`src/design/rv_core_consts.svh`:
```
`ifndef RV_CORE_CONSTS_SVH
`define RV_CORE_CONSTS_SVH

`define RESET_PC   32'h0000_3000
`define MEM_IDX_W  8
`define MEM_DEPTH  256

// major opcodes
`define OPC_OP     7'b0110011
`define OPC_OPIMM  7'b0010011
`define OPC_LOAD   7'b0000011
`define OPC_STORE  7'b0100011
`define OPC_AUIPC  7'b0010111
`define OPC_JAL    7'b1101111
`define OPC_BRANCH 7'b1100011

`define F3_ADD     3'b000
`define F3_WORD    3'b010 // lw and sw
`define F3_ADDI    3'b000
`define F3_SLLI    3'b001
`define F3_BEQ     3'b000
`define F3_BLTU    3'b110

`define F7_BASE    7'b0000000
`define F7_SUB     7'b0100000

`endif

```
`src/design/rv_core_pkg.sv`:
```
`include "rv_core_consts.svh"

package rv_core_pkg;

  typedef logic [31:0] word_t;
  typedef logic [4:0] reg_idx_t;
  typedef logic [`MEM_IDX_W-1:0] mem_idx_t; // addr bits 9..2

  typedef enum logic [3:0] {
    op_nop,
    op_add,
    op_sub,
    op_addi,
    op_slli,
    op_lw,
    op_sw,
    op_auipc,
    op_jal,
    op_beq,
    op_bltu
  } op_kind_t;

  typedef enum logic {
    st_fetch,
    st_exec
  } fetch_state_t;

  typedef struct packed {
    logic  valid; // high in exec cycle only
    word_t pc;
    word_t instr;
  } fetch_pkt_t;

  typedef struct packed {
    logic  taken;
    word_t target;
  } redirect_t;

  typedef struct packed {
    logic     en;
    reg_idx_t idx;
    word_t    data;
  } rf_wr_t;

  typedef struct packed {
    logic     en;
    mem_idx_t idx;
    word_t    data;
  } dm_wr_t;

endpackage

```
`src/design/fetch_unit.sv`:
```
`timescale 1ns/1ps
`include "rv_core_consts.svh"

module fetch_unit (
  input  logic                    clk_cpu,
  input  logic                    rstn,
  input  logic                    debug,
  input  rv_core_pkg::word_t      imem_data,
  output rv_core_pkg::mem_idx_t   imem_idx,
  input  rv_core_pkg::redirect_t  redirect,
  output rv_core_pkg::fetch_pkt_t pkt,
  output rv_core_pkg::word_t      pc
);

  rv_core_pkg::fetch_state_t state_q;
  rv_core_pkg::word_t        pc_q;
  rv_core_pkg::word_t        next_pc;
  rv_core_pkg::word_t        pkt_pc_q;
  rv_core_pkg::word_t        pkt_instr_q;
  logic                      capture;

  // debug only holds the core between instructions
  assign capture = (state_q == rv_core_pkg::st_fetch) && !debug;
  assign next_pc = redirect.taken ? redirect.target : pc_q + 32'd4;

  always_ff @(posedge clk_cpu or negedge rstn) begin
    if (!rstn) begin
      state_q <= rv_core_pkg::st_fetch;
      pc_q    <= `RESET_PC;
    end else begin
      case (state_q)
        rv_core_pkg::st_fetch: begin
          if (capture) begin
            state_q <= rv_core_pkg::st_exec;
          end
        end
        rv_core_pkg::st_exec: begin
          pc_q    <= next_pc; // retire
          state_q <= rv_core_pkg::st_fetch;
        end
        default: state_q <= rv_core_pkg::st_fetch;
      endcase
    end
  end

  // fetched instruction record
  always_ff @(posedge clk_cpu) begin
    if (capture) begin
      pkt_pc_q    <= pc_q;
      pkt_instr_q <= imem_data;
    end
  end

  assign pkt.valid = (state_q == rv_core_pkg::st_exec);
  assign pkt.pc    = pkt_pc_q;
  assign pkt.instr = pkt_instr_q;

  assign imem_idx = pc_q[`MEM_IDX_W+1:2];
  assign pc       = pc_q;

endmodule

```
`config.mk`:
```
export PLATFORM = sky130hd
export DESIGN_NAME = fetch_unit
export DESIGN_NICKNAME = d
export VERILOG_FILES = /design/src/design/rv_core_pkg.sv /design/src/design/fetch_unit.sv
export VERILOG_INCLUDE_DIRS = /design/src /design/src/design
export SDC_FILE = /design/constraint.sdc
export NUM_CORES = 1
export LEC_CHECK = 0
export BUFFER_PORTS_ARGS = -buffer_cell sky130_fd_sc_hd__buf_2
export CORE_UTILIZATION = 37
export CTS_BUF_LIST = sky130_fd_sc_hd__clkbuf_8
export CTS_CLUSTER_DIAMETER = 200
export CTS_CLUSTER_SIZE = 30
export DETAILED_ROUTE_END_ITERATION = 10
export PLACE_DENSITY = 0.72
export SETUP_SLACK_MARGIN = 0.1
export SYNTH_ARGS = -nofsm -noshare
export SYNTH_HDL_FRONTEND = slang
export SYNTH_SLANG_ARGS = --single-unit
```
`constraint.sdc`:
```
create_clock -name clk_cpu -period 4.5 [get_ports clk_cpu]
set_clock_uncertainty 0.05 [all_clocks]
set_input_delay 0.45 -clock clk_cpu [delete_from_list [all_inputs] [get_ports clk_cpu]]
set_output_delay 0.45 -clock clk_cpu [all_outputs]
set_load 0.02 [all_outputs]
```
Word level (Yosys, flattened, before mapping)
Cells that the tools add are included.
{"block": "classes", "reduce_logical": 2, "n_mux": 3, "n_bitwise": 1, "n_addsub": 1}
{"cell": "32-bit by 3-bit adder with 32-bit output, second input constant", "n": 1}
{"cell": "32-bit 2-to-1 mux", "n": 1}
{"cell": "1-bit case mux with 2 select lines", "n": 1}
{"cell": "1-bit logical AND", "n": 1}
{"cell": "1-bit zero test", "n": 1}
{"cell": "1-bit 2-to-1 mux", "n": 1}
{"cell": "1-bit NOT", "n": 1}
{"block": "word_totals", "input_bits": 68, "wordCells": 11, "out_inout_bits": 105, "regBits": 97}

Logic depth before layout (Yosys ltp)
{"block": "depth", "ltp_word": 4, "ltp_mapped": 7, "depth_no_buf": 6}

Least setup slack after synthesis
Ideal clock, no wire load.
{"block": "synth_path", "path_type": "reg-to-reg", "from": "reg state_q", "to": "reg pkt_instr_q[0], enable pin", "arrival_ns": 3.693, "setup_ns": 0.488, "stages_incl_launch_ff": 5, "path_slack_ns": 0.269, "cell_sequence": "dfrtp_1 -> clkbuf_1 -> clkbuf_1 -> clkbuf_1 -> nor2_1"}
{"block": "synth_via", "elab_chain_len": 2}
{"item": "start: declaration", "line": "fetch_unit.sv:15", "text": "rv_core_pkg::fetch_state_t state_q;"}
{"item": "start signal: assignment", "line": "fetch_unit.sv:28", "text": "state_q <= rv_core_pkg::st_fetch;"}
{"item": "start signal: assignment", "line": "fetch_unit.sv:34", "text": "state_q <= rv_core_pkg::st_exec;"}
{"item": "start signal: assignment", "line": "fetch_unit.sv:39", "text": "state_q <= rv_core_pkg::st_fetch;"}
{"item": "1-bit NOT"}
{"item": "1-bit logical AND", "line": "fetch_unit.sv:23", "text": "assign capture = (state_q == rv_core_pkg::st_fetch) && !debug;"}
{"item": "net capture", "line": "fetch_unit.sv:20", "text": "logic capture;"}
{"item": "end signal: assignment", "line": "fetch_unit.sv:50", "text": "pkt_instr_q <= imem_data;"}
{"item": "end: declaration", "line": "fetch_unit.sv:19", "text": "rv_core_pkg::word_t pkt_instr_q;"}
The timed path passes the listed nets, and every way through them passes these cells.
A chain may end at the register's enable or synchronous reset.

Worst setup path after layout
{"block": "layout_path", "from": "reg pc_q[9] (netlist: pc[9])", "to": "reg pc_q[30] (netlist: pc[30])"}
{"block": "layout_via", "elab_chain_len": 2}
{"item": "start: declaration", "line": "fetch_unit.sv:16", "text": "rv_core_pkg::word_t pc_q;"}
{"item": "start signal: assignment", "line": "fetch_unit.sv:29", "text": "pc_q <= `RESET_PC;"}
{"item": "start signal: assignment", "line": "fetch_unit.sv:38", "text": "pc_q <= next_pc;"}
{"item": "32-bit by 3-bit adder with 32-bit output", "line": "fetch_unit.sv:24", "text": "assign next_pc = redirect.taken ? redirect.target : pc_q + 32'd4;"}
{"item": "32-bit 2-to-1 mux", "line": "fetch_unit.sv:24"}
Every way passes these cells.

==> flow_summary.json <==
{
  "syn_area_um2": 4070,
  "worstMarginPinSlew_ns": 0.881,
  "grt_pass1_wl_um": 15600,
  "drtPass1Iterations": 4,
  "synth_seq_area_share_pct": 67.5,
  "hp-class": "in2async",
  "vias_per_cell": 5.06,
  "ctsResizeCount": 0,
  "drive_gt1_share_pct": 41.9,
  "outcome": "completed",
  "p_switching_uw": 708,
  "drc": 0,
  "path_cells": "and4_1, nand4_2, nor4_1, mux2_2, a221o_1",
  "synth-edff-count": 64,
  "finalWirelength_um": 10100,
  "cts_buffers": 9,
  "ys_ff_latch": 97,
  "die_height_um": 107,
  "synth_top_family_by_area": "simple AND/OR/NAND/NOR gates",
  "syn-num-nets": 387,
  "cts_htree_levels": 3,
  "fp.dieW_um": 107,
  "rsz0062_at_grt": "no",
  "gr-total-overflow": 0,
  "fillers": 940,
  "ys_async_sr_fraction_pct": 34.0,
  "dieArea_um2": 11400,
  "synth_compound_area_share_pct": 12.4,
  "synthMuxAreaShare_pct": 2.67,
  "finalWorstSetupSlack_ns": 2.19,
  "num_vias": 3137,
  "antenna_found_initial": 0,
  "comb_power_share_pct": 21.9,
  "p_leak_uw": 0.00217,
  "final_cell_mix": "172 x buf_2, 64 x edfxtp_1, 31 x dfrtp_1",
  "cp_slowest_cell": "dfrtp_1",
  "final_nets": 548,
  "worst-setup-path-type": "reg2reg",
  "synth_cell_type_count": 51,
  "path_max_fanout": 12,
  "syn-instance-count": 318,
  "synthAdderAreaFrac_pct": 0.307,
  "clock_latency_ns": 0.35,
  "period_share_pct": 51.4,
  "slowest_delay_ns": 0.56,
  "synth-xor-area-share_pct": 0,
  "grt_pass1_vias": 3002,
  "core_um2": 10500,
  "place_ws_ns": 2.16,
  "regArea_um2": 2750,
  "ios": 173,
  "yosys.area_share.simple_pct": 13.3,
  "diodes": 0,
  "track_usage_pct": 18.1,
  "period_minus_slack_ns": 2.31,
  "row_count": 37,
  "hold_buffers": 0,
  "place_congestion": 0.854,
  "multiInputGateArea_um2": 1170,
  "dp_hpwl_um": 7410,
  "port_buffers": 172,
  "cts.sinks": 97,
  "internal-power_uw": 1430,
  "tritoncts": "done",
  "ant_nets": 0,
  "cts_root_buf": "clkbuf_8",
  "fmax_mhz": 432,
  "ir_worst_vdd_uv": 173,
  "routedWlPerCell_um": 16.4,
  "start_util_pct": 38.8,
  "grt_max_degree": 49,
  "cp-start-kind": "flop",
  "hold_viol_final": 0,
  "maxCapViolations": 0,
  "syn_area_per_cell_um2": 12.8,
  "area_growth_pct": 26.7,
  "p_per_area_nw_per_um2": 415,
  "p_clk_share_pct": 22.8,
  "setup_viol": 0,
  "synth_flop_cell": "edfxtp_1",
  "cts_setup_buffers": 0,
  "tns_ns": 0,
  "maxSlewViolCount": 0,
  "yosys_warnings": 0,
  "drtIter0Drc": 178,
  "relSlewSlack_pct": 41.1,
  "critical_path.endpoint_type": "flop",
  "pwr-share-seq_pct": 55.3,
  "required_ns": 4.69,
  "mostFrequentLayoutCell": "buf_2",
  "cts.path.max_buffers": 2,
  "crit_arrival_ns": 2.51,
  "clk_pin_slew_worst_paths_ns": 0.09,
  "p_sw_share_pct": 33.1
}
-- cells in the mapped netlist (all sizes together), types with 2 or more instances --
master / count / share of area (%)
edfxtp: 64 / 47
dfrtp: 31 / 19
nor2: 28 / 2.6
nand2: 25 / 2.3
a21oi: 22 / 2.7
o21ai: 18 / 2.2
buf: 14 / 2.3
nand3: 14 / 1.8
clkbuf: 11 / 1.0
o22ai: 10 / 1.5
and3: 7 / 1.1
mux2: 7 / 1.9
nor4: 7 / 1.6
inv: 5 / 0.46
nand4: 5 / 1.3
a22oi: 4 / 0.74
and4: 4 / 0.86
a221o: 3 / 0.74
a22o: 3 / 0.65
a31o: 3 / 0.65
and2: 3 / 0.46
mux2i: 3 / 0.74
nor3: 3 / 0.37
a31oi: 2 / 0.31
dfstp: 2 / 1.3
nor2b: 2 / 0.31
nor4b: 2 / 0.43
o2bb2ai: 2 / 0.43
o31ai: 2 / 0.37
o32ai: 2 / 0.43
-- sequential cells by signal, indices dropped and copies added (netlist names) --
name	count
pc	32
pkt_instr_q	32
pkt_pc_q	32
state_q	1
-- path summary, 6_finish.rpt --
kind / start / endpoint / slack, ns / cells after the start
max: pc[9] / pc[30] / 2.19 / 5
min: rstn / pc[24] / 0.13 / 1
max reg2reg: pc[9] / pc[30] / 2.19 / 5
min reg2reg: pc[1] / pkt_pc_q[1] / 0.44 / 0
max in group asynchronous: rstn / pc[14] / 3.76 / 1
min in group clk_cpu: imem_data[0] / pkt_instr_q[0] / 0.22 / 1
-- area by class of cell --
type	instances	share of cell area, %
clock inverters	7	0.728
repair buffers	175	17.1
multi-input cells	191	22.8
inverters	5	0.364
flip-flops and latches	97	53.3
well taps	136	3.30
clock buffers	9	2.40
-- per-stage QoR --
stage	instance area, um^2	std cells	power, uW	utilization, %	hold WS [ns]
2_1_floorplan	4070	318	1490	-	0.104
3_3_place_gp	5000	604	1660	47.6	0.407
3_5_place_dp	5000	604	1670	47.6	0.427
4_1_cts	5160	620	2160	49.1	0.139
5_1_grt	5160	620	2250	49.1	0.165
6_report	5160	620	2140	49.1	0.131
-- power groups by stage --
stage	combinational, uW	sequential (uW)	clock [uW]
floorplan	188	1300	0
global placement	470	1190	0
detailed placement	472	1200	0
CTS	474	1180	501
global route	508	1200	538
finish	469	1180	488
-- critical path, delay by kind of cell (launching register included) --
family	cells	cell delay [ns]
mux	1	0.38
compound gates	1	0.25
simple gates	3	0.96
flops	1	0.56
-- metal layers --
metal	track usage [%]	vias up	wire [um]
met3	5.71	13	744
li1	-	1523	-
met2	29.7	131	4870
met1	22.7	1470	4360
met5	0	-	0
met4	5.87	0	158
-- logic make-up (layout without fill, tap and decap cells) --
logic type / Yosys count / count (layout)
AOI/OAI and AO/OA: 79 / 79
adders and majority gates: 1 / 1
buffers and inverters: 30 / 196
DFF: 97 / 97
muxes: 10 / 10
and+or+nand+nor: 101 / 101
Note: power is estimated with default switching activity, not from simulation.
