--- config.mk ---
export PLATFORM = sky130hd
export DESIGN_NAME = exec_unit
export DESIGN_NICKNAME = d
export VERILOG_FILES = /design/src/design/rv_core_pkg.sv /design/src/design/exec_unit.sv
export VERILOG_INCLUDE_DIRS = /design/src /design/src/design
export SDC_FILE = /design/constraint.sdc
export NUM_CORES = 1
export LEC_CHECK = 0
export ABC_AREA = 1
export ABC_CLOCK_PERIOD_IN_PS = 3200
export CORE_MARGIN = 10
export CORE_UTILIZATION = 35
export DETAILED_ROUTE_END_ITERATION = 8
export DONT_BUFFER_PORTS = 1
export PLACE_DENSITY = 0.54
export SLEW_MARGIN = 5
export SYNTH_ARGS = -nofsm -noshare
export SYNTH_HDL_FRONTEND = slang
export SYNTH_SLANG_ARGS = --single-unit
--- constraint.sdc ---
create_clock -name vclk -period 3.2
set_input_delay 0.16 -clock vclk [all_inputs]
set_output_delay 0.16 -clock vclk [all_outputs]
set_load 0.005 [all_outputs]
--- src/design/rv_core_consts.svh ---
`ifndef RV_CORE_CONSTS_SVH
`define RV_CORE_CONSTS_SVH

`define RESET_PC   32'h0000_3000
`define MEM_IDX_W  8
`define MEM_DEPTH  256

// major opcodes
`define OPC_OP     7'b0110011
`define OPC_OPIMM  7'b0010011
`define OPC_LOAD   7'b0000011
`define OPC_STORE  7'b0100011
`define OPC_AUIPC  7'b0010111
`define OPC_JAL    7'b1101111
`define OPC_BRANCH 7'b1100011

`define F3_ADD     3'b000
`define F3_WORD    3'b010 // lw and sw
`define F3_ADDI    3'b000
`define F3_SLLI    3'b001
`define F3_BEQ     3'b000
`define F3_BLTU    3'b110

`define F7_BASE    7'b0000000
`define F7_SUB     7'b0100000

`endif

--- src/design/rv_core_pkg.sv ---
`include "rv_core_consts.svh"

package rv_core_pkg;

  typedef logic [31:0] word_t;
  typedef logic [4:0] reg_idx_t;
  typedef logic [`MEM_IDX_W-1:0] mem_idx_t; // addr bits 9..2

  typedef enum logic [3:0] {
    op_nop,
    op_add,
    op_sub,
    op_addi,
    op_slli,
    op_lw,
    op_sw,
    op_auipc,
    op_jal,
    op_beq,
    op_bltu
  } op_kind_t;

  typedef enum logic {
    st_fetch,
    st_exec
  } fetch_state_t;

  typedef struct packed {
    logic  valid; // high in exec cycle only
    word_t pc;
    word_t instr;
  } fetch_pkt_t;

  typedef struct packed {
    logic  taken;
    word_t target;
  } redirect_t;

  typedef struct packed {
    logic     en;
    reg_idx_t idx;
    word_t    data;
  } rf_wr_t;

  typedef struct packed {
    logic     en;
    mem_idx_t idx;
    word_t    data;
  } dm_wr_t;

endpackage

--- src/design/exec_unit.sv ---
`timescale 1ns/1ps
`include "rv_core_consts.svh"

module exec_unit (
  input  rv_core_pkg::fetch_pkt_t pkt,
  output rv_core_pkg::reg_idx_t   rs1,
  output rv_core_pkg::reg_idx_t   rs2,
  input  rv_core_pkg::word_t      rs1_data,
  input  rv_core_pkg::word_t      rs2_data,
  output rv_core_pkg::mem_idx_t   dmem_idx,
  input  rv_core_pkg::word_t      dmem_data,
  output rv_core_pkg::rf_wr_t     rf_wr,
  output rv_core_pkg::dm_wr_t     dm_wr,
  output rv_core_pkg::redirect_t  redirect,
  output rv_core_pkg::op_kind_t   op
);

  rv_core_pkg::word_t    instr;
  logic [6:0]            opcode;
  logic [2:0]            funct3;
  logic [6:0]            funct7;
  rv_core_pkg::reg_idx_t rd;
  rv_core_pkg::word_t    imm_i;
  rv_core_pkg::word_t    imm_s;
  rv_core_pkg::word_t    imm_b;
  rv_core_pkg::word_t    imm_u;
  rv_core_pkg::word_t    imm_j;
  rv_core_pkg::word_t    ld_addr;
  rv_core_pkg::word_t    st_addr;
  rv_core_pkg::word_t    link_pc;
  rv_core_pkg::word_t    result;
  rv_core_pkg::op_kind_t kind;
  logic                  wr_reg;
  logic                  take;

  assign instr  = pkt.instr;
  assign opcode = instr[6:0];
  assign funct3 = instr[14:12];
  assign funct7 = instr[31:25];
  assign rd     = instr[11:7];
  assign rs1    = instr[19:15];
  assign rs2    = instr[24:20];

  // immediates, all sign extended from bit 31
  assign imm_i = {{20{instr[31]}}, instr[31:20]};
  assign imm_s = {{20{instr[31]}}, instr[31:25], instr[11:7]};
  assign imm_b = {{19{instr[31]}}, instr[31], instr[7], instr[30:25], instr[11:8], 1'b0};
  assign imm_u = {instr[31:12], 12'h000};
  assign imm_j = {{11{instr[31]}}, instr[31], instr[19:12], instr[20], instr[30:21], 1'b0};

  always_comb begin
    kind = rv_core_pkg::op_nop; // unknown encodings fall through
    case (opcode)
      `OPC_OP: begin
        if (funct3 == `F3_ADD && funct7 == `F7_BASE) begin
          kind = rv_core_pkg::op_add;
        end else if (funct3 == `F3_ADD && funct7 == `F7_SUB) begin
          kind = rv_core_pkg::op_sub;
        end
      end
      `OPC_OPIMM: begin
        if (funct3 == `F3_ADDI) begin
          kind = rv_core_pkg::op_addi;
        end else if (funct3 == `F3_SLLI && funct7 == `F7_BASE) begin
          kind = rv_core_pkg::op_slli;
        end
      end
      `OPC_LOAD: begin
        if (funct3 == `F3_WORD) begin
          kind = rv_core_pkg::op_lw;
        end
      end
      `OPC_STORE: begin
        if (funct3 == `F3_WORD) begin
          kind = rv_core_pkg::op_sw;
        end
      end
      `OPC_AUIPC: kind = rv_core_pkg::op_auipc;
      `OPC_JAL:   kind = rv_core_pkg::op_jal;
      `OPC_BRANCH: begin
        if (funct3 == `F3_BEQ) begin
          kind = rv_core_pkg::op_beq;
        end else if (funct3 == `F3_BLTU) begin
          kind = rv_core_pkg::op_bltu;
        end
      end
      default: kind = rv_core_pkg::op_nop;
    endcase
  end

  assign ld_addr = rs1_data + imm_i;
  assign st_addr = rs1_data + imm_s;
  assign link_pc = pkt.pc + 32'd4;

  always_comb begin
    result = '0;
    wr_reg = 1'b1;
    case (kind)
      rv_core_pkg::op_add:   result = rs1_data + rs2_data;
      rv_core_pkg::op_sub:   result = rs1_data - rs2_data;
      rv_core_pkg::op_addi:  result = rs1_data + imm_i;
      rv_core_pkg::op_slli:  result = rs1_data << instr[24:20]; // shamt
      rv_core_pkg::op_lw:    result = dmem_data;
      rv_core_pkg::op_auipc: result = pkt.pc + imm_u;
      rv_core_pkg::op_jal:   result = link_pc;
      default:               wr_reg = 1'b0;
    endcase
  end

  always_comb begin
    case (kind)
      rv_core_pkg::op_jal:  take = 1'b1;
      rv_core_pkg::op_beq:  take = (rs1_data == rs2_data);
      rv_core_pkg::op_bltu: take = (rs1_data < rs2_data); // unsigned compare
      default:              take = 1'b0;
    endcase
  end

  assign dmem_idx = ld_addr[`MEM_IDX_W+1:2];

  assign rf_wr.en   = pkt.valid && wr_reg;
  assign rf_wr.idx  = rd;
  assign rf_wr.data = result;

  assign dm_wr.en   = pkt.valid && (kind == rv_core_pkg::op_sw);
  assign dm_wr.idx  = st_addr[`MEM_IDX_W+1:2];
  assign dm_wr.data = rs2_data;

  assign redirect.taken  = pkt.valid && take;
  assign redirect.target = pkt.pc + ((kind == rv_core_pkg::op_jal) ? imm_j : imm_b);

  assign op = pkt.valid ? kind : rv_core_pkg::op_nop;

endmodule

# ---- Word-level counts from Yosys, hierarchy flattened
# Index checks and enable logic that the tools add are counted.
dict set report totals {
  ram_bits 0
  memories 0
  ff_bits 0
  inputBits 161
  rom_bits 0
  latch_bits 0
  word_cells 54
}
dict set report op_classes {
  div_mod_pow 0
  n_reduce_logical 9
  multipliers 0
  n_addsub 7
  magnitude_cmp 1
  muxes 14
  n_shift 1
  n_bitwise 0
  eq_ne 22
}
# op n
set ops {}
lappend ops {{case mux 32 bit (7 select lines)} 1}
lappend ops {{adder 32 bit} 4}
lappend ops {{adder 32 x 3 -> 32 bit (second input constant)} 1}
lappend ops {{equality test 32 bit} 1}
lappend ops {{< comparator 32 bit} 1}
lappend ops {{left shift 32 x 5 -> 32 bit} 1}
lappend ops {{subtractor 32 bit} 1}
lappend ops {{case mux 4 bit (7 select lines)} 1}
lappend ops {{equality test 7 x 6 -> 1 bit (second input constant)} 3}
lappend ops {{two-way mux 20 bit} 1}
lappend ops {{equality test 4 x 3 -> 1 bit (second input constant)} 4}
lappend ops {{equality test 7 x 5 -> 1 bit (second input constant)} 2}
lappend ops {{equality test 7 bit (second input constant)} 2}
lappend ops {{equality test 4 bit (second input constant)} 3}
lappend ops {{two-way mux 3 bit} 4}
lappend ops {{two-way mux 4 bit} 3}
lappend ops {{adder 10 bit} 1}
lappend ops {{equality test 4 x 2 -> 1 bit (second input constant)} 2}
lappend ops {{equality test 7 x 2 -> 1 bit (second input constant)} 1}
lappend ops {{zero test 7 bit} 1}
lappend ops {{OR reduction 7 bit} 1}
lappend ops {{logical AND 1 bit} 6}
lappend ops {{equality test 4 x 1 -> 1 bit (second input constant)} 1}
lappend ops {{two-way mux 2 bit} 2}
lappend ops {{6 further kinds} 6}

# ---- Depth between registers and ports, before layout
dict set report depth {
  depth_word 9
  mapped_depth 18
  depth_no_buf 17
}

# ---- Worst setup path before layout
# OpenSTA, ideal clock, no wires.
dict set report synth_path {
  path_kind {input to output}
  start {input port pkt[5] in the netlist's numbering}
  end {output port redirect[25] in the netlist's numbering}
  setup_slack_ns 0.613
  n_path_buf 1
  path_stages 14
  t_required_ns 3.040
  arrival_time_ns 2.427
  cell_sequence {inv_1 > nor3_2 > nand2_1 > clkbuf_1 > o21ai_0 > ha_1 > inv_1 > fa_1 > nor3_1 > nor2_1 > o21ai_0 > nand3_1 > nand3_1 > xor2_1}
}
# item line
set synth_lines {}
lappend synth_lines {{start: declaration} exec_unit.sv:5} ;# input rv_core_pkg::fetch_pkt_t pkt,
lappend synth_lines {{end: declaration} exec_unit.sv:14} ;# output rv_core_pkg::redirect_t redirect,

==> summary.txt <==
Run status
  • Run status: complete, no violations

Synthesis
  • Top cells by area, synth: nand2_1 (28%), nand3_1 (14%), ha_1 (13%)
  • Complex-gate fraction of the synthesized area: 10.74%
  • Adder-cell share of the synthesized area: 13.32%
  • Sequential fraction of the synthesis area: 0%
  • Yosys warnings: 0
  • Post-Synth Simple-Gate Area: 55.18%
  • Post-synthesis area per instance: 4.877 sq um
  • Post-synthesis mux area share: 0%
  • Post-synth top area cell: nand2_1
  • Syn Nets: 3359
  • Share of the synthesized area in the top cell type: 27.54%
  • Synth Instances: 3043
  • Xor-xnor portion of the synthesized cell area: 3.600%
  • Area of the mapped netlist: 14840 sq um
  • Main combinational cell family by area after synthesis: simple AND/OR/NAND/NOR gates
  • Distinct cell type count after synthesis: 49

Die
  • Starting Density: 35.38%
  • Row cnt: 75
  • Die ar.: 51040 sq um
  • Die Height: 225.9 um
  • Io pins: 295
  • Core Region: 41950 sq um
  • DIE WIDTH: 225.9 um

Routing
  • DR iter-0 viols: 2003
  • DRT Pass-1 Iters: 6
  • ANT nets after route: 0
  • Post-route DRC violation count: 0
  • Vias/cell: 5.440
  • WL/cell: 20.62 um
  • Vias: 18960
  • Drt total wl: 71860 um

Finish
  • Post-route cell area: 14940 sq um
  • Final layout net count: 3259
  • Clock Buffer Count: 0
  • Fraction of layout cells with a size suffix above 1: 2.040%
  • Seq cells: 0
  • Fill count: 5045
  • Commonest non-fill, non-tap cell in the layout: nand2_1
  • Most frequent cells in the layout: nand2_1 (1088), inv_1 (472), nand3_1 (405), nor2_1 (279), ha_1 (150)
  • Final cell count without fillers: 3485
  • Final Core Density: 35.63%
  • Sequential Area: 0 sq um
  • Layout area overhead: 0.6911%

Critical path
  • Startpoint Class: input pin
  • Critical path class: input pin to output pin
  • WP data arrival: 2.70 ns
  • Setup crit end kind: output pin
  • Crit-path max FO: 9
  • CP Data Required Time: 3.04 ns

STA
  • Total Neg Setup Slack: 0 ns
  • RSZ-0062 raised after global routing: false
  • Slew margin rel.: 43.43%
  • FMAX: 349.9 MHz
  • Tmin final: 2.858 ns
  • Worst-margin pin slew: 0.8457 ns
  • # setup viols final: 0
  • Setup ws final: 0.3419 ns
  • Fin. max-slew vios: 0
  • Fin. Hold Viols: 0
  • Period utilization: 89.32%
  • Worst hold slack: 0.3200 ns

Global route
  • Initial antenna violation count: 8
  • Pin count of the biggest net entering global routing: 37
  • Global route overflow: 0
  • First-pass GRT wire length: 104700 um
  • Vias in the first global route: 17320
  • All-Layer GR Usage: 26.74%

Power and ir drop
  • Power per cell area: 157.2 nW/um^2
  • Total power: 2.350 mW
  • Max rail drop VDD: 0.07202 mV
  • Leak: 8.639 nW

Placed design
  • Pre-CTS setup slack: 0.2557 ns
  • Placed Cells: 3480
  • PortBufs: 0
  • GPL Wtd Cong: 1.003
  • Area after DPL: 14920 sq um
  • DP HPWL: 61410 um

Clocking
  • Hold_buf cts: 0

Hold path
  • HP Class: input pin to output pin

Job
  • Max-Cap Viols: 0
power by group:
part	switching, mW	internal (mW)
logic	1.60	0.747
clock network	0	0.000000210
registers	0	0
worst max-delay path, cell delays in order:
cell	delay (ns)
inv_1	0.05
nor3_2	0.24
nand2_2	0.20
o21ai_0	0.21
ha_1	0.17
inv_1	0.07
fa_1	0.43
nor3_1	0.20
nor2_1	0.11
o21ai_2	0.24
nand2_1	0.11
nand2_1	0.16
nand3_1	0.11
nand2_1	0.08
nand2_1	0.05
nand2_1	0.11
layer usage:
metal | part of all wire (%) | track usage (%) | wire, um
met1 | 40 | 33.11 | 28750
met5 | 0.14 | 1.207 | 101
met4 | 4.2 | 9.869 | 2987
met3 | 11 | 6.810 | 8046
met2 | 44 | 43.60 | 31970
path summary, 6_finish.rpt:
path,start,to,depth (start not counted)
worst max-delay path,pkt[5],redirect[23],16
worst min-delay path,rs2_data[10],dm_wr[10],0
cell usage after synthesis (5+ instances only):
master    number
a21o_1         6
nand2_1     1089
xor2_1        51
clkbuf_1      16
inv_1        472
nand3_1      405
ha_1         150
nor2_2         5
xnor2_1       10
a21oi_1      130
nor3_1        52
buf_4         58
o21bai_1      23
o21ai_0       80
o211ai_1       9
buf_1          5
inv_2          6
or2_2         15
nor2_1       279
nand3b_1      17
nor4_1         7
buf_2         39
o21ai_1        9
fa_1           5
nand4_1       48
and2_1         9
logic make-up after synthesis:
| kind of cell | after synthesis |
|---|---|
| and+or+nand+nor | 1940 |
| buffers and inverters | 603 |
| AOI/OAI and AO/OA | 284 |
| adders and majority gates | 155 |
| xor gates and xnor gates | 61 |
cell type report:
| type | instances | area, sq um | area share, % |
|---|---|---|---|
| Tap cell | 539 | 674.4 | 4.513 |
| Multi-Input combinational cell | 2440 | 12300 | 82.32 |
| Timing Repair Buffer | 20 | 150.1 | 1.005 |
| Inverter | 481 | 1805 | 12.08 |
| Antenna cell | 5 | 12.51 | 0.08372 |
timing repair:
action,4_1_cts,5_1_grt
setup endpoints to repair,0,4
gates resized for setup,0,2
setup buffers,0,0
Note: power is estimated with default switching activity, not from simulation.
